## src/colmix_config.svh

```systemverilog
// ~~~~~~~~~~~~~~~~~~~~
// color mixer build constants
// palette depth, video delay and bus width
// ~~~~~~~~~~~~~~~~~~~~

`ifndef COLMIX_CONFIG_SVH
`define COLMIX_CONFIG_SVH

// palette index width
// two priority bits over eight color bits
`define CM_PAL_AW 10

// pixel enables from layer inputs to rgb outputs
// prio stage + ram read + one rgb stage
`define CM_BLANK_DLY 3

// apb byte address width
// word index sits at paddr[CM_PAL_AW:1]
`define CM_APB_AW 12

// apb data width, fixed by the palette word layout
`define CM_APB_DW 16

`endif

```

## src/pixel_pkg.sv

```systemverilog
// ~~~~~~~~~~~~~~~~~~~~
// pixel path types
// layer codes, priority code, palette lane words, rgb
// ~~~~~~~~~~~~~~~~~~~~

package pixel_pkg;

    // color codes of all four layers for one pixel
    typedef struct packed {
        logic [5:0] char;   // character layer
        logic [8:0] scr1;   // scroll 1, bit 8 unused by the palette
        logic [7:0] scr2;   // scroll 2
        logic [7:0] obj;    // sprites
    } layer_pix_t;

    // priority code, goes on top of the palette index
    typedef enum logic [1:0] {
        SEL_SCR2 = 2'd0,
        SEL_SCR1 = 2'd1,
        SEL_OBJ  = 2'd2,
        SEL_CHR  = 2'd3
    } layer_sel_t;

    // red lane of the palette
    typedef logic [3:0] pal_red_t;

    // green/blue lane, green in the upper nibble
    typedef struct packed {
        logic [3:0] green;
        logic [3:0] blue;
    } pal_gb_t;

    // 12-bit color out of the mixer
    typedef struct packed {
        logic [3:0] red;
        logic [3:0] green;
        logic [3:0] blue;
    } rgb_t;

endpackage

```

## src/blank_delay.sv

```systemverilog
// ~~~~~~~~~~~~~~~~~~~~
// blanking delay line
// lines the flags up with palette output, blacks out rgb
// ~~~~~~~~~~~~~~~~~~~~

`include "colmix_config.svh"

module blank_delay
    import pixel_pkg::*;
#(
    parameter int DLY = `CM_BLANK_DLY
) (
    input  logic clk,
    input  logic rst,
    input  logic pxl_cen,
    input  logic hblank_n,
    input  logic vblank_n,
    input  rgb_t rgb_in,        // straight from the palette lanes
    output logic pre_active,    // aligned with pal_idx
    output logic hblank_n_dly,
    output logic vblank_n_dly,
    output rgb_t rgb
);

    logic [DLY-1:0] hb_sr;
    logic [DLY-1:0] vb_sr;
    rgb_t           rgb_sr [DLY-2];    // prio and ram take the other two

    always_ff @(posedge clk) begin
        if (rst) begin
            hb_sr <= '0;
            vb_sr <= '0;
            for (int i = 0; i < DLY-2; i++)
                rgb_sr[i] <= '0;
        end else if (pxl_cen) begin
            hb_sr     <= {hb_sr[DLY-2:0], hblank_n};
            vb_sr     <= {vb_sr[DLY-2:0], vblank_n};
            rgb_sr[0] <= rgb_in;
            for (int i = 1; i < DLY-2; i++)
                rgb_sr[i] <= rgb_sr[i-1];
        end
    end

    assign pre_active   = hb_sr[0] & vb_sr[0];  // first stage only
    assign hblank_n_dly = hb_sr[DLY-1];
    assign vblank_n_dly = vb_sr[DLY-1];
    // black outside the visible area
    assign rgb = (hblank_n_dly && vblank_n_dly) ? rgb_sr[DLY-3] : '0;

endmodule

```

## config.mk

```make
export PLATFORM = sky130hd
export DESIGN_NAME = blank_delay
export DESIGN_NICKNAME = d
export VERILOG_FILES = /design/src/pixel_pkg.sv /design/src/blank_delay.sv
export VERILOG_INCLUDE_DIRS = /design/src
export SDC_FILE = /design/constraint.sdc
export NUM_CORES = 1
export LEC_CHECK = 0
export BUFFER_PORTS_ARGS = -buffer_cell sky130_fd_sc_hd__buf_2
export CORE_MARGIN = 2
export CORE_UTILIZATION = 49
export DETAILED_ROUTE_END_ITERATION = 6
export PLACE_DENSITY = 0.81
export SYNTH_ARGS = -nofsm -noshare
export SYNTH_HDL_FRONTEND = slang
export SYNTH_SLANG_ARGS = --single-unit
```

## constraint.sdc

```tcl
create_clock -name clk -period 1.4 [get_ports clk]
set_clock_uncertainty 0.1 [all_clocks]
set_input_delay 0.07 -clock clk [delete_from_list [all_inputs] [get_ports clk]]
set_output_delay 0.07 -clock clk [all_outputs]
set_load 0.005 [all_outputs]
```

# Word level (Yosys, flattened, before mapping)
# Memories as Yosys holds them, arrays and structs flattened.
# Index checks and enable logic that the tools add are counted.
[word_totals]
word_cells = 14
mem_count = 1
in_bits = 17
out_inout_bits = 15
register_bits = 6
ram_bits = 12
[memory_table]
columns = ["name", "words", "width", "rd", "rd_clocked_by_memory_dff", "wr", "line_no", "text"]
rows = [
  ["rgb_sr", 1, 12, 1, 0, 1, "blank_delay.sv:27", "rgb_t rgb_sr [DLY-2];"],
]
[op_classes]
n_bitwise = 1
n_mux = 8
reduce_logical = 2
[op_table]
columns = ["cell", "count"]
rows = [
  ["12-bit two-way mux", 2],
  ["12-bit OR reduction", 1],
  ["1-bit two-way mux", 6],
  ["1-bit AND", 1],
  ["1-bit logical AND", 1],
]

# Longest topological paths before layout
[depth]
ltp_word = 5
mapped_depth = 4
mapped_depth_nobuf = 2

# Worst setup path before layout
# Ideal clock, no wire load.
[synth_path]
path_type = "input to register"
from = "input port pxl_cen"
to = "memory rgb_sr[0][0] (netlist name) (enable)"
setup_slack_ns = 0.434
stages = 2
arrival_ns = 0.585
setup_ns = 0.281
cell_sequence = "buf_6 or2_2"
[synth_between]
elab_chain_cells = 5
[synth_rtl]
columns = ["item", "line_no", "text"]
rows = [
  ["from (decl)", "blank_delay.sv:15", "input logic pxl_cen,"],
  ["1-bit two-way mux *", "blank_delay.sv:35", "end else if (pxl_cen) begin"],
  ["1-bit two-way mux *", "blank_delay.sv:30", "if (rst) begin"],
  ["1-bit two-way mux (implied by the code) *", "blank_delay.sv:38", "rgb_sr[0] <= rgb_in;"],
  ["12-bit OR reduction (no source line)", "n/a", ""],
  ["1-bit two-way mux (no source line) *", "n/a", ""],
  ["to (decl)", "blank_delay.sv:27", ""],
]
# Mark *: on every way between the ends. The rest lies on a longest branch, timed or not.

==> results.sh <==
export IMPL_cts_root_buffer="clkbuf_4"
export IMPL_cp_startpoint="hblank_n"
export IMPL_dp_hpwl_um=1010
export IMPL_yosys_warnings=0
export IMPL_num_antenna_cells=0
export IMPL_grt_antenna_before_repair=0
export IMPL_die_h_um=43.6
export IMPL_post_route_period_util=0.981
export IMPL_avgSynthCellArea_um2=12.6
export IMPL_cts_tree="yes"
export IMPL_synth_cell_type_count=10
export IMPL_firstDrtPassIters=4
export IMPL_status="completed"
export IMPL_drive_above_1_share=0.352
export IMPL_vias=611
export IMPL_r2r_start="hb_sr[0]"
export IMPL_ant_nets=0
export IMPL_path_max_fanout=1
export IMPL_async_reset_ff_frac=0
export IMPL_clock_sinks=18
export IMPL_power_density_nw_per_um2=879
export IMPL_worstSetupStartpointType="input port"
export IMPL_yosysTopAreaCell="edfxtp_1"
export IMPL_path_clk_slew_ns=0.10
export IMPL_hold_violations=0
export IMPL_hold_worst_slack_ns=0.0925
export IMPL_synth_edff_count=12
export IMPL_peakVddDrop_v=0.000592
export IMPL_wl_per_cell_um=13.2
export IMPL_drc=0
export IMPL_grt_pass1_vias=600
export IMPL_drtIter0Drc=10
export IMPL_tns_ns=0
export IMPL_cts_setup_buffers=0
export IMPL_gp_congestion=0.712
export IMPL_yosys_top_cells_count="and2_1 (13), and3_1 (12), edfxtp_1 (12)"
export IMPL_syn_area_um2=769
export IMPL_die_area_um2=1900
export IMPL_placed_cell_area_um2=915
export IMPL_p_leak_uw=0.000573
export IMPL_drv_cap=0
export IMPL_min_from="pxl_cen"
export IMPL_wl_um=1640
export IMPL_endpoint_kind="register"
export IMPL_ys_seq_area_frac=0.624
export IMPL_port_buffers=31
export IMPL_maxSlewViolCount=0
export IMPL_finalInstanceArea_um2=1100
export IMPL_core_um2=1490
export IMPL_ys_top_cells_by_area="edfxtp_1 (47%), dfxtp_1 (16%), and2_1 (11%), and3_1 (9.8%), mux2i_1 (7.8%)"
export IMPL_htree_num_levels=1
export IMPL_grtUsageTotal=0.184
export IMPL_fmax_mhz=728
export IMPL_worst_pin_slew_ns=0.275
export IMPL_cp_arrival_ns=1.45
export IMPL_pin_count=32
export IMPL_die_w_um=43.6
export IMPL_nets=126
export IMPL_synth_most_common_cell="and2_1"
export IMPL_synth_top_area_share=0.468
export IMPL_syn_nets=78
export IMPL_clock_path_buffers=2
export IMPL_start_util=0.517
export IMPL_cts_made_buffers=3
export IMPL_critical_path_required_ns=1.48
export IMPL_regArea_um2=483
export IMPL_rows=14
export IMPL_period_needed_ns=1.37
export IMPL_grt_pass1_wl_um=2420
export IMPL_synthCells=61
export IMPL_gr_total_overflow=0
export IMPL_vias_per_cell=4.93
export IMPL_maxSlewHeadroom=0.817
export IMPL_ys_seq_elements=18
export IMPL_finalSetupViolCount=0
export IMPL_grt_max_degree=15
export IMPL_area_delta_synth_final_pct=43.4
export IMPL_insertion_delay_ns=0.28
export IMPL_grt_setup_unrepaired="false"
export IMPL_p_total_uw=971
export IMPL_fill_cells=115
export IMPL_multi_input_area_um2=259
export IMPL_critPathKind="input port to register"
export IMPL_synth_main_ff_cell="edfxtp_1"
export IMPL_hold_path_class="input port to register"
==> cell families (layout without fill, tap and decap cells) <==
logic type	count (synthesis)	after routing	share of synthesized area
buf+inv	4	51	0.0390
flops	18	18	0.624
mux	6	6	0.0781
simple gates	33	33	0.259
==> where the power goes <==
group	total [uW]	switching [uW]	internal, uW	leakage, uW
clock network	254	151	103	0.0000154
logic	101	37.1	63.6	0.000379
registers	616	12.8	603	0.000179
==> final cells by class <==
class,instances,share of cell area
clock inverter,1,0.00340
clock buffer,3,0.0204
timing repair buffer,47,0.286
multi-input combinational,39,0.235
tap,16,0.0181
sequential,18,0.438
==> registers in the layout (all words and copies together) (netlist names) <==
| signal | flops |
|---|---|
| rgb_sr | 12 |
| vb_sr | 3 |
| hb_sr | 3 |
==> timing repair <==
action / CTS / global route
endpoints found under the setup margin: 0 / 7
hold buffers: 16 / 0
resized for setup: 0 / 2
endpoints found under the hold margin: 18 / 0
==> path summary, 6_finish.rpt <==
check                                end  slack [ns]  cells past startpoint
worst max-delay path            hb_sr[0]        0.03                      5
worst max register to register  hb_sr[0]        0.13                      3
worst min-delay path            hb_sr[1]        0.09                      3
worst min register to register  hb_sr[1]        0.43                      2
==> stage by stage <==
stage,cells,utilization,setup WS (ns)
6_report,124,0.741,0.0262
5_1_grt,124,0.741,0.0272
4_1_cts,124,0.739,0.0238
3_5_place_dp,104,0.614,0.332
3_3_place_gp,104,0.614,0.345
2_1_floorplan,61,-,0.434
==> per-layer routing <==
layer	GRT usage	share of wire
met1	0.173	0.36
met3	0.0375	0.027
met2	0.365	0.60
met5	0	0
met4	0.0909	0.012
==> cells in the final DEF (no fill, tap or decap) <==
cell           instances
and2_1                13
clkbuf_4               3
nor2b_4                1
dfxtp_2                2
clkinv_1               1
buf_2                 31
or2_2                  1
dfxtp_1                4
mux2i_1                6
edfxtp_1              12
nor2_1                 6
and3_1                12
dlygate4sd3_1         16
==> critical path, cell delays in order <==
cell	delay [ns]
dlygate4sd3_1	0.53
buf_2	0.12
mux2i_1	0.14
nor2_1	0.06
dlygate4sd3_1	0.54
(Power assumes the default switching activity.)
