<file path="config.mk">
export PLATFORM = sky130hd
export DESIGN_NAME = layer_prio
export DESIGN_NICKNAME = d
export VERILOG_FILES = /design/src/pixel_pkg.sv /design/src/layer_prio.sv
export VERILOG_INCLUDE_DIRS = /design/src
export SDC_FILE = /design/constraint.sdc
export NUM_CORES = 1
export LEC_CHECK = 0
export BUFFER_PORTS_ARGS = -buffer_cell sky130_fd_sc_hd__buf_2
export CAP_MARGIN = 10
export CORE_MARGIN = 2
export CORE_UTILIZATION = 44
export CTS_CLUSTER_DIAMETER = 100
export DETAILED_ROUTE_END_ITERATION = 16
export PLACE_DENSITY = 0.82
export SLEW_MARGIN = 10
export SYNTH_ARGS = -nofsm -noshare
export SYNTH_HDL_FRONTEND = slang
export SYNTH_SLANG_ARGS = --single-unit
</file>
<file path="constraint.sdc">
create_clock -name clk -period 2.9 [get_ports clk]
set_input_delay 0.58 -clock clk [delete_from_list [all_inputs] [get_ports clk]]
set_output_delay 0.58 -clock clk [all_outputs]
set_load 0.05 [all_outputs]
</file>
<file path="src/colmix_config.svh">
// ~~~~~~~~~~~~~~~~~~~~
// color mixer build constants
// palette depth, video delay and bus width
// ~~~~~~~~~~~~~~~~~~~~

`ifndef COLMIX_CONFIG_SVH
`define COLMIX_CONFIG_SVH

// palette index width
// two priority bits over eight color bits
`define CM_PAL_AW 10

// pixel enables from layer inputs to rgb outputs
// prio stage + ram read + one rgb stage
`define CM_BLANK_DLY 3

// apb byte address width
// word index sits at paddr[CM_PAL_AW:1]
`define CM_APB_AW 12

// apb data width, fixed by the palette word layout
`define CM_APB_DW 16

`endif

</file>
<file path="src/pixel_pkg.sv">
// ~~~~~~~~~~~~~~~~~~~~
// pixel path types
// layer codes, priority code, palette lane words, rgb
// ~~~~~~~~~~~~~~~~~~~~

package pixel_pkg;

    // color codes of all four layers for one pixel
    typedef struct packed {
        logic [5:0] char;   // character layer
        logic [8:0] scr1;   // scroll 1, bit 8 unused by the palette
        logic [7:0] scr2;   // scroll 2
        logic [7:0] obj;    // sprites
    } layer_pix_t;

    // priority code, goes on top of the palette index
    typedef enum logic [1:0] {
        SEL_SCR2 = 2'd0,
        SEL_SCR1 = 2'd1,
        SEL_OBJ  = 2'd2,
        SEL_CHR  = 2'd3
    } layer_sel_t;

    // red lane of the palette
    typedef logic [3:0] pal_red_t;

    // green/blue lane, green in the upper nibble
    typedef struct packed {
        logic [3:0] green;
        logic [3:0] blue;
    } pal_gb_t;

    // 12-bit color out of the mixer
    typedef struct packed {
        logic [3:0] red;
        logic [3:0] green;
        logic [3:0] blue;
    } rgb_t;

endpackage

</file>
<file path="src/layer_prio.sv">
// ~~~~~~~~~~~~~~~~~~~~
// layer priority stage
// picks char, obj, scr1 or scr2 per pixel and
// registers the palette index
// ~~~~~~~~~~~~~~~~~~~~

`include "colmix_config.svh"

module layer_prio
    import pixel_pkg::*;
(
    input  logic                 clk,
    input  logic                 rst,
    input  logic                 pxl_cen,
    input  logic [3:0]           layer_en,  // char, scr1, scr2, obj
    input  layer_pix_t           pix,
    output logic [`CM_PAL_AW-1:0] pal_idx
);

    // debug enables
    logic en_char;
    logic en_scr1;
    logic en_scr2;
    logic en_obj;

    // transparency, low bits all ones
    logic char_clr;
    logic obj_clr;
    logic scr1_clr;

    layer_sel_t sel;
    logic [7:0] color;  // selected color code, 8 bits

    assign en_char = layer_en[0];
    assign en_scr1 = layer_en[1];
    assign en_scr2 = layer_en[2];
    assign en_obj  = layer_en[3];

    assign char_clr = &pix.char[1:0];
    assign obj_clr  = &pix.obj[3:0];
    assign scr1_clr = &pix.scr1[3:0];

    // fixed order, first opaque enabled layer wins
    always_comb begin
        if (en_char && !char_clr)
            sel = SEL_CHR;
        else if (en_obj && !obj_clr)
            sel = SEL_OBJ;
        else if (en_scr1 && !scr1_clr)
            sel = SEL_SCR1;
        else
            sel = SEL_SCR2;     // background fallback
    end

    always_comb begin
        case (sel)
            SEL_CHR:  color = {2'b00, pix.char};
            SEL_OBJ:  color = pix.obj;
            SEL_SCR1: color = pix.scr1[7:0];   // bit 8 dropped
            default:  color = en_scr2 ? pix.scr2 : 8'h00;
        endcase
    end

    // index register, one pixel of latency
    always_ff @(posedge clk) begin
        if (rst)
            pal_idx <= '0;
        else if (pxl_cen)
            pal_idx <= {sel, color};
    end

endmodule

</file>
; ---- Word-level counts from Yosys, hierarchy flattened
; Index checks and enable logic that the tools add are counted.
; W data, S select, Z words.
[classes]
eq_ne = 3
n_reduce_logical = 9
n_mux = 5
[ops]
columns = cell, n
row1 = $pmux W8 S3, 1
row2 = $mux W8, 1
row3 = $reduce_and A4 Y1, 2
row4 = $eq A2 B2 Y1 const B, 2
row5 = $mux W2, 2
row6 = $logic_and A1 B1 Y1, 3
row7 = $logic_not A1 Y1, 3
row8 = $eq A2 B1 Y1 const B, 1
row9 = $reduce_and A2 Y1, 1
row10 = $mux W1, 1
[word_totals]
register_bits = 10
input_bits = 38
elab_cells = 18

; ---- Depth between registers and ports, before layout
[logic_depth]
word_depth = 8
ltp_mapped = 5
depth_no_buf = 4

; ---- Least setup slack after synthesis
; Ideal clock, no wire load.
[synth_path]
kind = input to register
from = input port layer_en[3]
to = register pal_idx[1]
setup_slack_ps = 1311
cell_stages = 5
arrival_time_ps = 1447
path_buffers = 2
setup_ps = 142
path_cell_list = buf_2 > buf_1 > a211oi_1 > o32ai_1 > a311oi_1
[synth_between]
elab_chain_len = 5
[synth_rtl]
columns = item, line
row1 = from (decl), layer_prio.sv:15  ; input logic [3:0] layer_en,
row2 = $logic_and A1 B1 Y1 (*), layer_prio.sv:47  ; else if (en_obj && !obj_clr)
row3 = $mux W2 (*), layer_prio.sv:47
row4 = $mux W2 (*), layer_prio.sv:45  ; if (en_char && !char_clr)
row5 = $eq A2 B1 Y1 / $eq A2 B2 Y1 (equally long branches), layer_prio.sv:56  ; case (sel)
row6 = $pmux W8 S3 (*), layer_prio.sv:56
row7 = to (signal assigned), layer_prio.sv:69  ; pal_idx <= {sel, color};
row8 = to (decl), layer_prio.sv:17  ; output logic [`CM_PAL_AW-1:0] pal_idx
; Every way passes the cells marked *; elsewhere a longest branch is shown, timed or not.
; A chain may end at the register's enable or synchronous reset.

; ---- Worst setup path in the final report
[layout_path]
from = input port pix[3] (netlist name)
to = register pal_idx[1]
[layout_between]
elab_chain_len = 7
[layout_rtl]
columns = item, line
row1 = from (decl), layer_prio.sv:16  ; input layer_pix_t pix,
row2 = $reduce_and A4 Y1 (*), layer_prio.sv:40  ; assign obj_clr = &pix.obj[3:0];
row3 = $logic_not A1 Y1 (*), layer_prio.sv:47
row4 = $logic_and A1 B1 Y1 (*), layer_prio.sv:47
row5 = $mux W2 (*), layer_prio.sv:47
row6 = $mux W2 (*), layer_prio.sv:45
row7 = $eq A2 B1 Y1 / $eq A2 B2 Y1 (equally long branches), layer_prio.sv:56
row8 = $pmux W8 S3 (*), layer_prio.sv:56
; Marks and branches as above.

==> impl_metrics.csv <==
group,metric,value,unit
outcome,status,"finished clean",
timing,maxSlewViolCount,0,
yosys,synth_cells,101,
die,core,1560,µm²
timing,setup_viol,0,
yosys,async_reset_ff_share,0,%
clocking,cts_tree,"yes",
clocking,clock_path_buffers,2,
yosys,synth_area,758,µm²
die,fp-row-count,14,
place,place.gp.congestion,0.834,
clocking,postCtsSetupRepairBufs,0,
yosys,yosys-top-cells-area,"dfxtp_1 26%, a211oi_1 9.9%, a311oi_1 9.2%",
yosys,yosys_warnings,0,
timing,period_minus_slack,1.68,ns
power_and_ir_drop,power_leakage,0.465,nW
place,dp_hpwl,1.69,mm
die,die_area,2070,µm²
power_and_ir_drop,irDropWorstVdd,0.178,mV
global_route,grt_pass1_wl,3.30,mm
detailed_routing,num_vias,971,
timing,worst_pin_slew,0.379,ns
clocking,cts_sinks,10,
die,start_util,48.6,%
timing,setup-tns-final,0,ns
yosys,ys_types,26,
timing,fmax,595,MHz
global_route,antenna_found_initial,0,
yosys,syn_area_per_cell,7.51,µm²
timing,hold_ws,0.484,ns
worst_hold_path,hp-class,"flip-flop to flip-flop",
setup_path,cp_data_arrival_time,1.86,ns
timing,skew,0,ns
setup_path,crit_type,"input port to flip-flop",
detailed_routing,firstDrtPassIters,4,
global_route,grt_max_degree,21,
cells_and_area,largest_register_ffs,10,
job,drv_cap,0,
clocking,cts_hold_buf,0,
die,die_width,45.5,µm
detailed_routing,route.detailed.drc,0,
timing,relSlewSlack,74.6,%
global_route,grt_use_total,21.9,%
power_and_ir_drop,powerDensity,423,nW/µm²
cells_and_area,diodes,0,
yosys,seq_area_frac_synth,26.4,%
cells_and_area,reg_top3,"pal_idx (10)",
yosys,synth.net_count,139,
cells_and_area,syn2layout_area_growth,32.5,%
cells_and_area,nNetsFinal,182,
worst_hold_path,min_path_cells,2,
timing,rsz0062_at_grt,"false",
global_route,grt_pass1_vias,786,
setup_path,end_kind,"flip-flop",
setup_path,crit_fanout,14,
yosys,synth_top_area_share,26.4,%
clocking,ctsHtreeMaxLevel,1,
yosys,synth_edf_count,0,
detailed_routing,drt-total-wl,2.17,mm
yosys,synth_common_cells,"14 x nand2_1, 12 x nor2_1, 10 x a211oi_1, 10 x dfxtp_1, 9 x nand4_1",
clocking,clkTransAtPathRegs,0.07,ns
setup_path,cp.required,3.08,ns
yosys,synth_most_common_cell,"nand2_1",
detailed_routing,avgRoutedWirePerCell,13.6,µm
clocking,numCtsBuffers,3,
detailed_routing,drtIter0Drc,24,
detailed_routing,viasPerCell,6.11,
yosys,yosys.area.top_type,"dfxtp_1",
timing,post-route-period-util,58.0,%
yosys,yosys_most_used_dff,"dfxtp_1",
setup_path,startpoint_type,"input port",
place,portBuffers,46,
cells_and_area,drive_above_1_share,41.3,%
timing,final-hold-violation-count,0,
die,die_y,45.5,µm
clocking,root_buffer,"clkbuf_4",
cells_and_area,top_register,"pal_idx",
setup_path,worst-r2r-cell-count,2,
clocking,post_cts_resize_count,0,
clocking,worst_skew_pair.late_latency,0.27,ns
global_route,overflow,0,
die,io_pins,48,
detailed_routing,ant_nets,0,
yosys,ys_seq_elements,10,
kinds of logic (layout without fill, tap and decap cells):
group | after synthesis | count (layout) | synth area share, %
AOI/OAI and AO/OA | 35 | 35 | 36.1
buffers and inverters | 9 | 51 | 5.77
DFF | 10 | 10 | 26.4
and+or+nand+nor | 47 | 47 | 31.7
critical path, cell delays in order:
cell      delay [ns]
buf_2           0.13
nand4_2         0.33
a21oi_4         0.39
nand4_1         0.14
a311oi_1        0.28
report_power, final:
group / switching (mW) / internal [mW] / total (mW)
clock network: 0.0524 / 0.0763 / 0.129
logic: 0.0935 / 0.0496 / 0.143
registers: 0.00552 / 0.148 / 0.154
stage by stage:
stage / power, mW / instances / worst slack (ns) / utilization [%] / instance area (µm²)
2_1_floorplan: 0.250 / 101 / 1.31 / - / 758
3_3_place_gp: 0.296 / 155 / 1.02 / 62.1 / 968
3_5_place_dp: 0.299 / 155 / 0.997 / 62.1 / 968
4_1_cts: 0.426 / 159 / 1.25 / 64.4 / 1000
5_1_grt: 0.446 / 159 / 1.08 / 64.4 / 1000
6_report: 0.425 / 159 / 1.22 / 64.4 / 1000
cell type report:
| type | instances | area, µm² |
|---|---|---|
| Fill cell | 158 | 554 |
| Sequential cell | 10 | 200 |
| Multi-Input combinational cell | 82 | 514 |
| Tap cell | 16 | 20.0 |
| Inverter | 1 | 3.75 |
| Clock buffer | 4 | 36.3 |
| Timing Repair Buffer | 46 | 230 |
cells in the final DEF (no fill, tap or decap), types with 2 or more instances in the layout:
cell type and instances:
a311oi_1 8, and3_2 4, nand2_1 14, a21boi_0 2, nand3_1 2, o32ai_1 2
nor2_1 12, buf_2 46, a31o_2 2, o22ai_1 2, a31oi_1 3, dfxtp_1 10
and3_1 4, clkbuf_4 3, o21ai_1 2, nand4_1 9, o21ai_0 2, a211oi_1 10
final timing paths:
path | from | to | slack [ns]
setup reg to reg | pal_idx[7]$_SDFFE_PP0P_ | pal_idx[7]$_SDFFE_PP0P_ | 2.17
hold / removal | pal_idx[3]$_SDFFE_PP0P_ | pal_idx[3]$_SDFFE_PP0P_ | 0.48
setup / recovery | pix[3] | pal_idx[1]$_SDFFE_PP0P_ | 1.22
hold reg to reg | pal_idx[3]$_SDFFE_PP0P_ | pal_idx[3]$_SDFFE_PP0P_ | 0.48
per-layer routing:
| metal | vias up | track usage (%) | wire [µm] |
|---|---|---|---|
| met4 | 0 | 8.82 | 19 |
| met3 | 2 | 4.37 | 212 |
| met5 | - | 0 | 0 |
| met1 | 432 | 29.3 | 939 |
| met2 | 52 | 34.1 | 999 |
| li1 | 485 | - | - |
Power figures use the tool's default switching activity.
