===== src/colmix_config.svh =====
// ~~~~~~~~~~~~~~~~~~~~
// color mixer build constants
// palette depth, video delay and bus width
// ~~~~~~~~~~~~~~~~~~~~

`ifndef COLMIX_CONFIG_SVH
`define COLMIX_CONFIG_SVH

// palette index width
// two priority bits over eight color bits
`define CM_PAL_AW 10

// pixel enables from layer inputs to rgb outputs
// prio stage + ram read + one rgb stage
`define CM_BLANK_DLY 3

// apb byte address width
// word index sits at paddr[CM_PAL_AW:1]
`define CM_APB_AW 12

// apb data width, fixed by the palette word layout
`define CM_APB_DW 16

`endif


===== src/pixel_pkg.sv =====
// ~~~~~~~~~~~~~~~~~~~~
// pixel path types
// layer codes, priority code, palette lane words, rgb
// ~~~~~~~~~~~~~~~~~~~~

package pixel_pkg;

    // color codes of all four layers for one pixel
    typedef struct packed {
        logic [5:0] char;   // character layer
        logic [8:0] scr1;   // scroll 1, bit 8 unused by the palette
        logic [7:0] scr2;   // scroll 2
        logic [7:0] obj;    // sprites
    } layer_pix_t;

    // priority code, goes on top of the palette index
    typedef enum logic [1:0] {
        SEL_SCR2 = 2'd0,
        SEL_SCR1 = 2'd1,
        SEL_OBJ  = 2'd2,
        SEL_CHR  = 2'd3
    } layer_sel_t;

    // red lane of the palette
    typedef logic [3:0] pal_red_t;

    // green/blue lane, green in the upper nibble
    typedef struct packed {
        logic [3:0] green;
        logic [3:0] blue;
    } pal_gb_t;

    // 12-bit color out of the mixer
    typedef struct packed {
        logic [3:0] red;
        logic [3:0] green;
        logic [3:0] blue;
    } rgb_t;

endpackage


===== src/bus_pkg.sv =====
// ~~~~~~~~~~~~~~~~~~~~
// apb bus types for the palette port
// ~~~~~~~~~~~~~~~~~~~~

`include "colmix_config.svh"

package bus_pkg;

    // master to slave
    typedef struct packed {
        logic                  psel;
        logic                  penable;
        logic                  pwrite;
        logic [`CM_APB_AW-1:0] paddr;    // byte address
        logic [`CM_APB_DW-1:0] pwdata;
        logic [1:0]            pstrb;    // bit 1 red lane, bit 0 gb lane
    } apb_req_t;

    // slave to master
    typedef struct packed {
        logic                  pready;
        logic [`CM_APB_DW-1:0] prdata;
        logic                  pslverr;
    } apb_rsp_t;

endpackage


===== src/apb_pal_port.sv =====
// ~~~~~~~~~~~~~~~~~~~~
// apb palette port
// owns the palette address during blanking and
// stalls the bus during active video
// ~~~~~~~~~~~~~~~~~~~~

`include "colmix_config.svh"

module apb_pal_port
    import pixel_pkg::*, bus_pkg::*;
(
    input  logic                  clk,
    input  logic                  rst,
    input  apb_req_t              apb,
    output apb_rsp_t              apb_rsp,
    input  logic [`CM_PAL_AW-1:0] pal_idx,
    input  logic                  pre_active,  // ram busy with pixels
    output logic [`CM_PAL_AW-1:0] ram_addr,
    output logic                  red_we,
    output logic                  gb_we,
    output pal_red_t              red_din,
    output pal_gb_t               gb_din,
    input  pal_red_t              red_q,
    input  pal_gb_t               gb_q
);

    typedef enum logic [1:0] {
        ST_WAIT  = 2'd0,    // idle or stalled access phase
        ST_RDATA = 2'd1,    // read data on the bus
        ST_DONE  = 2'd2     // write or error response
    } port_st_t;

    port_st_t              state;
    logic                  err_q;
    logic                  grant;
    logic                  bad_addr;
    logic [`CM_PAL_AW-1:0] bus_idx;

    assign bus_idx  = apb.paddr[`CM_PAL_AW:1];
    // odd byte address, or past the last palette word
    assign bad_addr = apb.paddr[0] | (|(apb.paddr >> (`CM_PAL_AW + 1)));

    // first access cycle that finds the ram free
    assign grant = (state == ST_WAIT) && apb.psel && apb.penable && !pre_active;

    assign ram_addr = pre_active ? pal_idx : bus_idx;
    assign red_we   = grant && apb.pwrite && apb.pstrb[1] && !bad_addr;
    assign gb_we    = grant && apb.pwrite && apb.pstrb[0] && !bad_addr;
    assign red_din  = apb.pwdata[11:8];
    assign gb_din   = pal_gb_t'(apb.pwdata[7:0]);

    always_ff @(posedge clk) begin
        if (rst) begin
            state <= ST_WAIT;
            err_q <= 1'b0;
        end else begin
            case (state)
                ST_WAIT: begin
                    if (grant) begin
                        err_q <= bad_addr;
                        state <= (apb.pwrite || bad_addr) ? ST_DONE : ST_RDATA;
                    end
                end
                default: state <= ST_WAIT;  // response lasts one cycle
            endcase
        end
    end

    // q already holds the bus word in ST_RDATA
    always_comb begin
        apb_rsp.pready  = (state != ST_WAIT);
        apb_rsp.prdata  = (state == ST_RDATA) ? {4'h0, red_q, gb_q} : '0;
        apb_rsp.pslverr = (state == ST_DONE) && err_q;
    end

endmodule


===== config.mk =====
export PLATFORM = sky130hd
export DESIGN_NAME = apb_pal_port
export DESIGN_NICKNAME = d
export VERILOG_FILES = /design/src/pixel_pkg.sv /design/src/bus_pkg.sv /design/src/apb_pal_port.sv
export VERILOG_INCLUDE_DIRS = /design/src
export SDC_FILE = /design/constraint.sdc
export NUM_CORES = 1
export LEC_CHECK = 0
export BUFFER_PORTS_ARGS = -buffer_cell sky130_fd_sc_hd__buf_2
export CAP_MARGIN = 20
export CORE_MARGIN = 2
export CORE_UTILIZATION = 26
export CTS_CLUSTER_SIZE = 24
export DETAILED_ROUTE_END_ITERATION = 8
export GPL_TIMING_DRIVEN = 0
export PLACE_DENSITY = 0.94
export SETUP_SLACK_MARGIN = 0.15
export SYNTH_ARGS = -nofsm -noshare
export SYNTH_HDL_FRONTEND = slang
export SYNTH_SLANG_ARGS = --single-unit

===== constraint.sdc =====
create_clock -name clk -period 1.9 [get_ports clk]
set_input_delay 0.285 -clock clk [delete_from_list [all_inputs] [get_ports clk]]
set_output_delay 0.285 -clock clk [all_outputs]
set_load 0.005 [all_outputs]

# After elaboration in Yosys (flattened, before gate mapping)
# Cells that the tools add are included.
[word_totals]
ff_bits = 3
[classes]
n_eq_ne = 2
mux = 3
n_bitwise = 2
reduce_logical = 16
[op_table]
columns = ["operator", "count"]
rows = [
  ["12-bit two-way mux", 1],
  ["10-bit two-way mux", 1],
  ["1-bit logical AND", 9],
  ["2-bit by 1-bit equality test with 1-bit output, second input constant", 1],
  ["2-bit equality test, second input constant", 1],
  ["1-bit logical NOT", 2],
  ["2-bit logical NOT", 1],
  ["2-bit two-way mux", 1],
  ["2-bit AND reduction", 1],
  ["2-bit nonzero test", 1],
  ["2-bit OR reduction", 1],
  ["1-bit logical OR", 1],
  ["1-bit inverter", 1],
  ["1-bit bitwise OR", 1],
]

# Depth between registers and ports, before layout
# Gate-level depths: netlist of run 1.
[depth]
word_depth = 7
mapped_depth = 3
mapped_depth_nobuf = 3

# Worst setup path before layout of run 1
# OpenSTA, ideal clock, no wires.
[synth_timing]
path_type = "reg-to-output"
startpoint = "reg state[0]"
endpoint = "out gb_we"
arrival_ns = 1.026
t_required_ns = 1.615
slack_ns = 0.589
stages_incl_launch_ff = 4
path_buffers = 0
path_cell_list = "dfxtp_1 nor4b_2 and3_2 and3_1"
[synth_between]
elab_chain_cells = 7
[synth_lines]
columns = ["element", "line_no", "text"]
rows = [
  ["start, declared", "apb_pal_port.sv:33", "port_st_t state;"],
  ["start signal, assigned", "apb_pal_port.sv:61", "state <= (apb.pwrite || bad_addr) ? ST_DONE : ST_RDATA;"],
  ["2-bit logical NOT", "apb_pal_port.sv:44", "assign grant = (state == ST_WAIT) && apb.psel && apb.penable && !pre_active;"],
  ["1-bit logical AND (3 in a row)", "apb_pal_port.sv:44", ""],
  ["1-bit logical AND (3 in a row)", "apb_pal_port.sv:48", "assign gb_we = grant && apb.pwrite && apb.pstrb[0] && !bad_addr;"],
  ["end, declared", "apb_pal_port.sv:20", "output logic gb_we,"],
]
# Every way passes these cells.

# Worst setup path after layout of run 1
[layout_timing]
startpoint = "reg state[1]"
endpoint = "out gb_we"
# The elaborated chain is that of the path after synthesis.

==> out/results.ini, run 1 <==
[clock_network]
cts_sinks = 3
clk_path_buf_depth = 2
hold_buffers = 0
numCtsBuffers = 3
clockRootBuffer = clkbuf_4
h-tree-depth = 1
cts_tree = built
clk_pin_slew_ns = 0.04
clk_latency_ns = 0.24

[timing]
timing.setup.tns_ns = 0
drv_slew = 0
hold_violations = 0
min_period_ns = 1.68
rsz0062_at_grt = false
fmax_mhz = 595
finalClockSkew_ns = 0.00298
period_share_pct = 88.5
setup_viol = 0

[routing]
num_vias = 689
ant_nets = 0
drt_iter0_drc = 7
dr.pass1.iters = 3
routedWlPerCell_um = 10.5
drt-total-wl_mm = 1.80
drc = 0
viasPerCell = 4.03

[die]
core.rowCount = 15
die-height_um = 47.3
die_width_um = 47.3
die_area_mm2 = 0.00223
initial_core_util_pct = 27.9
ios = 100
core-area_mm2 = 0.00175

[logic_synthesis]
avgSynthCellArea_um2 = 8.25
netlist_area_um2 = 487
yosys_register_bits = 3
ys_seq_area_share_pct = 12.3
ys_types = 17
syn_inst = 59
yosysWarnings = 0

[global_route]
antenna_found_initial = 0
overflow = 0
grt.total_usage_pct = 13.6
grt_max_degree = 11
grt_pass1_vias = 563
grt_pass1_wl_mm = 2.16

[critical_path]
r2r_slack_ns = 0.73
cp_top_family = simple AND/OR/NAND/NOR gates
cp-startpoint = state[1]
critPathKind = register to output pin
cpMaxStageDelayCell = dfxtp_2
required_ns = 1.62
crit_path_cell_trace = nor4b_4 -> and3_4 -> and3_1 -> buf_2
worstPathArrival_ns = 1.40
critPathMaxStageDelay_ns = 0.33
startpoint_type = register
critPathCaptureType = output pin
critical_path_buf_inv_count = 1
worstPathMaxFanout = 4
regToRegStartpoint = state[1]

[outcome]
status = finished, final reports clean

[final_layout]
regArea_um2 = 61.3
fill_cells = 170
multi_input_area_um2 = 322
layout.cells.non_filler = 171
fin_nets = 205
n_antenna_cell = 0
drive_gt1_share_pct = 79.5
final_area_um2 = 973
area_growth_pct = 100

[hold_path]
min_path_type = input port to register
hold_start = rst

[pwr]
power_density_mw_per_mm2 = 329
ir_drop_uv = 260
p_leak_uw = 0.000606

[placement]
dp_hpwl_mm = 1.58
place_congestion = 0.671
placed_area_um2 = 925
dp_cells = 166
placement.io_buffers = 79

[run]
cap_violations = 0

==> per-stage QoR <==
step / hold slack (ns) / power (µW) / worst slack (ns) / util, %
6_report: 0.276 / 320 / 0.219 / 55.8
5_1_grt: 0.277 / 343 / 0.147 / 55.8
4_1_cts: 0.266 / 324 / 0.168 / 55.0
3_5_place_dp: 0.506 / 203 / 0.374 / 53.0
3_3_place_gp: 0.497 / 199 / 0.398 / 53.0
2_1_floorplan: 0.356 / 129 / 0.589 / -
==> area by class of cell <==
| type | instances | area share, % |
|---|---|---|
| buffer | 18 | 13.4 |
| clock buffer | 4 | 2.70 |
| multi-input combinational | 41 | 33.0 |
| sequential | 3 | 6.30 |
| tap | 25 | 3.21 |
| timing repair buffer | 80 | 41.4 |
==> worst paths after layout <==
| check | end | cells past startpoint |
|---|---|---|
| worst max register to register | state[0] | 3 |
| worst max-delay path | gb_we | 4 |
| worst min register to register | err_q | 2 |
| worst min-delay path | state[0] | 2 |
==> kinds of logic after synthesis <==
kind of cell	share of synthesized area (%)
AO/OA/AOI/OAI	1.03
multiplexers	23.1
AND/OR/NAND/NOR	36.2
other	0.770
buffers and inverters	26.5
flip-flops	12.3
==> routing by layer <==
metal  vias to the layer above  global-route usage [%]  wire, µm
met3                         4                    2.31       250
met4                         0                    12.8        33
met1                       277                    12.0       575
met5                         -                       0         0
met2                        59                    25.1       937
li1                        349                       -         -
==> repair_timing <==
| action | CTS | global route |
|---|---|---|
| resized for setup | 1 | 3 |
| endpoints found under the setup margin | 2 | 12 |
| pin swaps | 0 | 2 |
| buffers inserted | 0 | 1 |
==> flip-flops by register name, indices dropped and copies added, names as in the netlist <==
signal  cells
state       2
err_q       1
==> synthesized netlist by cell type, drive strengths merged <==
| cell type | count | area share (%) |
|---|---|---|
| buf | 17 | 26 |
| and2 | 12 | 15 |
| mux2 | 10 | 23 |
| and3 | 3 | 4.1 |
| dfxtp | 3 | 12 |
| nor3 | 3 | 3.1 |
| nand2 | 2 | 1.5 |
| nor2 | 2 | 1.5 |
| nor4b | 2 | 8.0 |
| a21oi | 1 | 1.0 |
| clkbuf | 1 | 0.77 |
| conb | 1 | 0.77 |
| nor2b | 1 | 1.3 |
| or2 | 1 | 1.3 |
==> report_power, final <==
| group | switching, µW | leakage [µW] | internal [µW] |
|---|---|---|---|
| sequential | 1.46 | 0.0000248 | 65.3 |
| clock | 35.3 | 0.0000150 | 78.9 |
| combinational | 46.2 | 0.000566 | 93.2 |
| total | 83.0 | 0.000606 | 237 |
==> placed cells by master, fill, tap and decap left out, drive strengths merged <==
cell    synthesis  layout
nor2            2       2
and2           12      12
nor2b           1       1
conb            1       4
nor3            3       3
or2             1       1
a21oi           1       1
nand2           2       2
nor4b           2       2
and3            3       3
mux2           10      10
clkbuf          1       5
buf            17      97
dfxtp           3       3
(Power assumes the default switching activity.)
==> run 2: changes to the inputs <==
- CORE_ASPECT_RATIO: unset -> 0.8
==> run 2 against run 1 <==
Compared with the run above:
- utilization up 1.6 points
- worst hold slack better by 0.0075 ns
- setup slack worse by 0.0013 ns
- critical path type unchanged
- die area is 0.11% higher
- routed wire length shrank 2.4%
- global-route usage about the same
- first-iteration DRC count shrank 29%
==> out/results.ini, run 2 (synthesized netlist as in run 1, its figures left out) <==
[outcome]
status = finished, final reports clean

[timing]
finalClockSkew_ns = 0.00322
min_period_ns = 1.68
hold_violations = 0
fmax_mhz = 594
rsz0062_at_grt = true
setup_viol = 0
period_share_pct = 88.5
timing.setup.tns_ns = 0
drv_slew = 0

[final_layout]
top_register = state
n_antenna_cell = 0
top_regs = state x2, err_q x1
area_growth_pct = 99.2
drive_gt1_share_pct = 79.5
final_cell_mix = buf_2, buf_4, and2_1
multi_input_area_um2 = 322
regArea_um2 = 61.3
largest_register_ffs = 2
fin_nets = 205
final_area_um2 = 970
fill_cells = 175
mostFrequentLayoutCell = buf_2

[hold_path]
hold_start = apb[30]
min_path_type = input port to register

[placement]
dp_hpwl_mm = 1.55
placement.io_buffers = 79
place_congestion = 0.702
placed_area_um2 = 921

[routing]
drt_iter0_drc = 5
ant_nets = 0
dr.pass1.iters = 5
routedWlPerCell_um = 10.4
drt-total-wl_mm = 1.75
viasPerCell = 4.04
drc = 0
num_vias = 678

[global_route]
overflow = 0
grt_pass1_vias = 563
grt.total_usage_pct = 13.6
grt_pass1_wl_mm = 2.36
antenna_found_initial = 0
grt_max_degree = 11

[die]
die_width_um = 52.4
die_area_mm2 = 0.00224
ios = 100
core.rowCount = 13
initial_core_util_pct = 28.8
core-area_mm2 = 0.00169
die-height_um = 42.7

[clock_network]
cts_tree = built
clk_path_buf_depth = 2
clockRootBuffer = clkbuf_4
clk_pin_slew_ns = 0.04
numCtsBuffers = 3
h-tree-depth = 1
cts_sinks = 3
clk_latency_ns = 0.23

[critical_path]
cp-startpoint = state[1]
cpMaxStageDelayCell = dfxtp_2
regToRegStartpoint = state[1]
critPathCaptureType = output pin
worstPathArrival_ns = 1.40
worstPathMaxFanout = 4
required_ns = 1.62
crit_path_cell_trace = nor4b_4 -> and3_4 -> and3_1 -> buf_2
critPathKind = register to output pin
critPathMaxStageDelay_ns = 0.33
startpoint_type = register

[pwr]
p_leak_uw = 0.000607
ir_drop_uv = 234
power_density_mw_per_mm2 = 326

[run]
cap_violations = 0

## run 2: cell counts in the layout (fill, tap and decap cells not counted)
Identical to the previous run, type by type.
## run 2: per-stage QoR
| stage | power (µW) | utilization [%] | setup slack, ns | instances | hold WS [ns] |
|---|---|---|---|---|---|
| 6_report | 316 | 57.3 | 0.218 | 168 | 0.283 |
| 5_1_grt | 342 | 57.3 | 0.135 | 168 | 0.273 |
| 4_1_cts | 322 | 56.5 | 0.170 | 167 | 0.275 |
| 3_5_place_dp | 204 | 54.4 | 0.364 | 163 | 0.507 |
| 3_3_place_gp | 200 | 54.4 | 0.391 | 163 | 0.499 |
| 2_1_floorplan | 129 | - | 0.589 | 62 | 0.356 |
## run 2: cell type report
cell class              instances  area share [%]
plain buffers                  18            13.4
clock buffers                   4            2.71
multi-input cells              41            33.2
flip-flops and latches          3            6.32
well taps                      22            2.84
repair buffers                 80            41.5
## run 2: final timing paths
kind                    to  slack, ns  cells after the start
setup / recovery    red_we       0.22                      4
hold / removal    state[0]       0.28                      2
setup reg to reg  state[0]       0.65                      4
hold reg to reg      err_q       0.53                      2
## run 2: layer usage
layer  part of all wire [%]  GRT usage [%]  wire length [µm]
met1                     39           16.5               678
met2                     51           24.3               891
met3                     10           2.46               183
met4                      0           3.08                 0
met5                      0              0                 0
## run 2: where the power goes
part / switching [µW] / total [µW] / internal [µW] / leakage (µW)
Sequential: 1.57 / 66.8 / 65.3 / 0.0000248
Combinational: 47.2 / 139 / 92.3 / 0.000567
Clock: 31.5 / 110 / 78.6 / 0.0000150
Total: 80.3 / 316 / 236 / 0.000607
## run 2: worst max-delay path: cells and delay by family (launching register included)
kind | cells | cell delay, ns
AND/OR/NAND/NOR | 3 | 0.73
flip-flops | 1 | 0.33
buffers and inverters | 1 | 0.11
## run 2: what timing repair did
| action | 4_1_cts | 5_1_grt |
|---|---|---|
| endpoints found under the setup margin | 2 | 12 |
| setup buffers | 0 | 1 |
| gates resized for setup | 1 | 4 |
| hold buffers | 0 | 0 |
| pin swaps | 0 | 2 |
| endpoints found under the hold margin | 0 | 0 |
==> run 3: changes to the inputs <==
- RECOVER_POWER: unset -> 100
==> run 3 against run 2 <==
Compared with the run above:
- routed wire length grew 1.0%
- critical path type unchanged
- sequential power about the same
- sequential share of layout area barely moved
- die area stayed put
- non-clock buffer count did not move
- largest power group unchanged
- clock skew barely moved
- power shrank 0.98%
==> out/results.ini, run 3 (synthesized netlist as in run 1, its figures left out) <==
[timing]
hold_violations = 0
finalClockSkew_ns = 0.00304
timing.setup.tns_ns = 0
whs_ns = 0.283
rsz0062_at_grt = true
period_share_pct = 90.2
setup_ws_ns = 0.186
drv_slew = 0
min_period_ns = 1.71
relSlewSlack_pct = 66.2
setup_viol = 0
fmax_mhz = 583
worst_slew_pin_slew_ns = 0.507

[clock_network]
clk_latency_ns = 0.23
cts_sinks = 3
cts_tree = built
h-tree-depth = 1
hold_buffers = 0
clk_path_buf_depth = 2
numCtsBuffers = 3
clockRootBuffer = clkbuf_4
clk_pin_slew_ns = 0.04

[routing]
drt-total-wl_mm = 1.77
num_vias = 674
dr.pass1.iters = 4
drt_iter0_drc = 5
viasPerCell = 4.01
drc = 0
ant_nets = 0
routedWlPerCell_um = 10.5

[final_layout]
n_antenna_cell = 0
layout.cells.non_filler = 168
top_regs = state x2, err_q x1
largest_register_ffs = 2
mostFrequentLayoutCell = buf_2
drive_gt1_share_pct = 70.5
fin_nets = 205
multi_input_area_um2 = 317
final_cell_mix = buf_2, clkbuf_4, clkbuf_1
fill_cells = 173
regArea_um2 = 60.1
top_register = state
area_growth_pct = 95.1

[pwr]
p_leak_uw = 0.000565
ir_drop_uv = 235
p_int_uw = 232
combPwrFrac_pct = 43.3
switching_share_pct = 25.9
p_seq_share_pct = 21.3
clockPowerShare_pct = 35.4
p_switching_uw = 81.2
power_density_mw_per_mm2 = 330

[placement]
placement.io_buffers = 79
dp_cells = 163
dp_hpwl_mm = 1.55
place_ws_ns = 0.364
place_congestion = 0.702

[critical_path]
cp-startpoint = state[1]
critPathMaxStageDelay_ns = 0.34
required_ns = 1.62
cpMaxStageDelayCell = dfxtp_1
startpoint_type = register
crit_path_cell_trace = nor4b_4 -> and3_1 -> and3_1 -> clkbuf_1
critPathCaptureType = output pin
worstPathMaxFanout = 4
worstPathArrival_ns = 1.43
critPathKind = register to output pin
cp_common_cell = and3_1
r2r_slack_ns = 0.59
regToRegStartpoint = state[1]

[die]
die_area_mm2 = 0.00224
die-height_um = 42.7
ios = 100
core-area_mm2 = 0.00169
initial_core_util_pct = 28.8
die_width_um = 52.4
core.rowCount = 13

[global_route]
grt_max_degree = 11
antenna_found_initial = 0
overflow = 0
grt_pass1_wl_mm = 2.36
grt.total_usage_pct = 13.6
grt_pass1_vias = 563

[hold_path]
hold_start = apb[30]
min_path_type = input port to register

[run]
cap_violations = 0

[outcome]
status = finished, final reports clean

[run 3: metrics by stage]
stage	total power [µW]	area [µm²]	util [%]
after floorplan	129	498	-
after global placement	200	921	54.4
after detailed placement	204	921	54.4
after CTS	322	956	56.5
after global routing	338	950	56.1
final	313	950	56.1
[run 3: routing by layer]
layer	wire length, µm	global-route usage, %	share of wire [%]
met3	204	2.46	12
met5	0	0	0
met2	884	24.3	50
met4	0	3.08	0
met1	680	16.5	38
[run 3: worst paths after layout]
path / cells past startpoint / end
worst max-delay path: 4 / red_we
worst min register to register: 2 / err_q
worst min-delay path: 2 / state[0]
worst max register to register: 4 / state[0]
[run 3: worst max-delay path: cells and delay by family, from the launching register on]
kind,cells,cell delay [ns]
AND/OR/NAND/NOR,3,0.74
flip-flops,1,0.34
buffers and inverters,1,0.11
[run 3: area by class of cell]
class / instances / share of cell area (%)
buffer: 18 / 13.6
clock buffer: 4 / 2.77
multi-input combinational: 41 / 33.3
sequential: 3 / 6.32
tap: 22 / 2.90
timing repair buffer: 80 / 41.1
[run 3: power groups by stage]
stage / Clock [µW] / Combinational [µW] / Sequential (µW)
6_report: 111 / 136 / 66.7
3_3_place_gp: 0 / 133 / 67.4
4_1_cts: 117 / 139 / 66.7
5_1_grt: 123 / 148 / 66.9
2_1_floorplan: 0 / 61.7 / 67.1
3_5_place_dp: 0 / 137 / 67.5
[run 3: repair_timing]
item / CTS / global route
setup endpoints to repair: 2 / 12
buffers inserted: 0 / 1
pin swaps: 0 / 2
gates resized for setup: 1 / 4
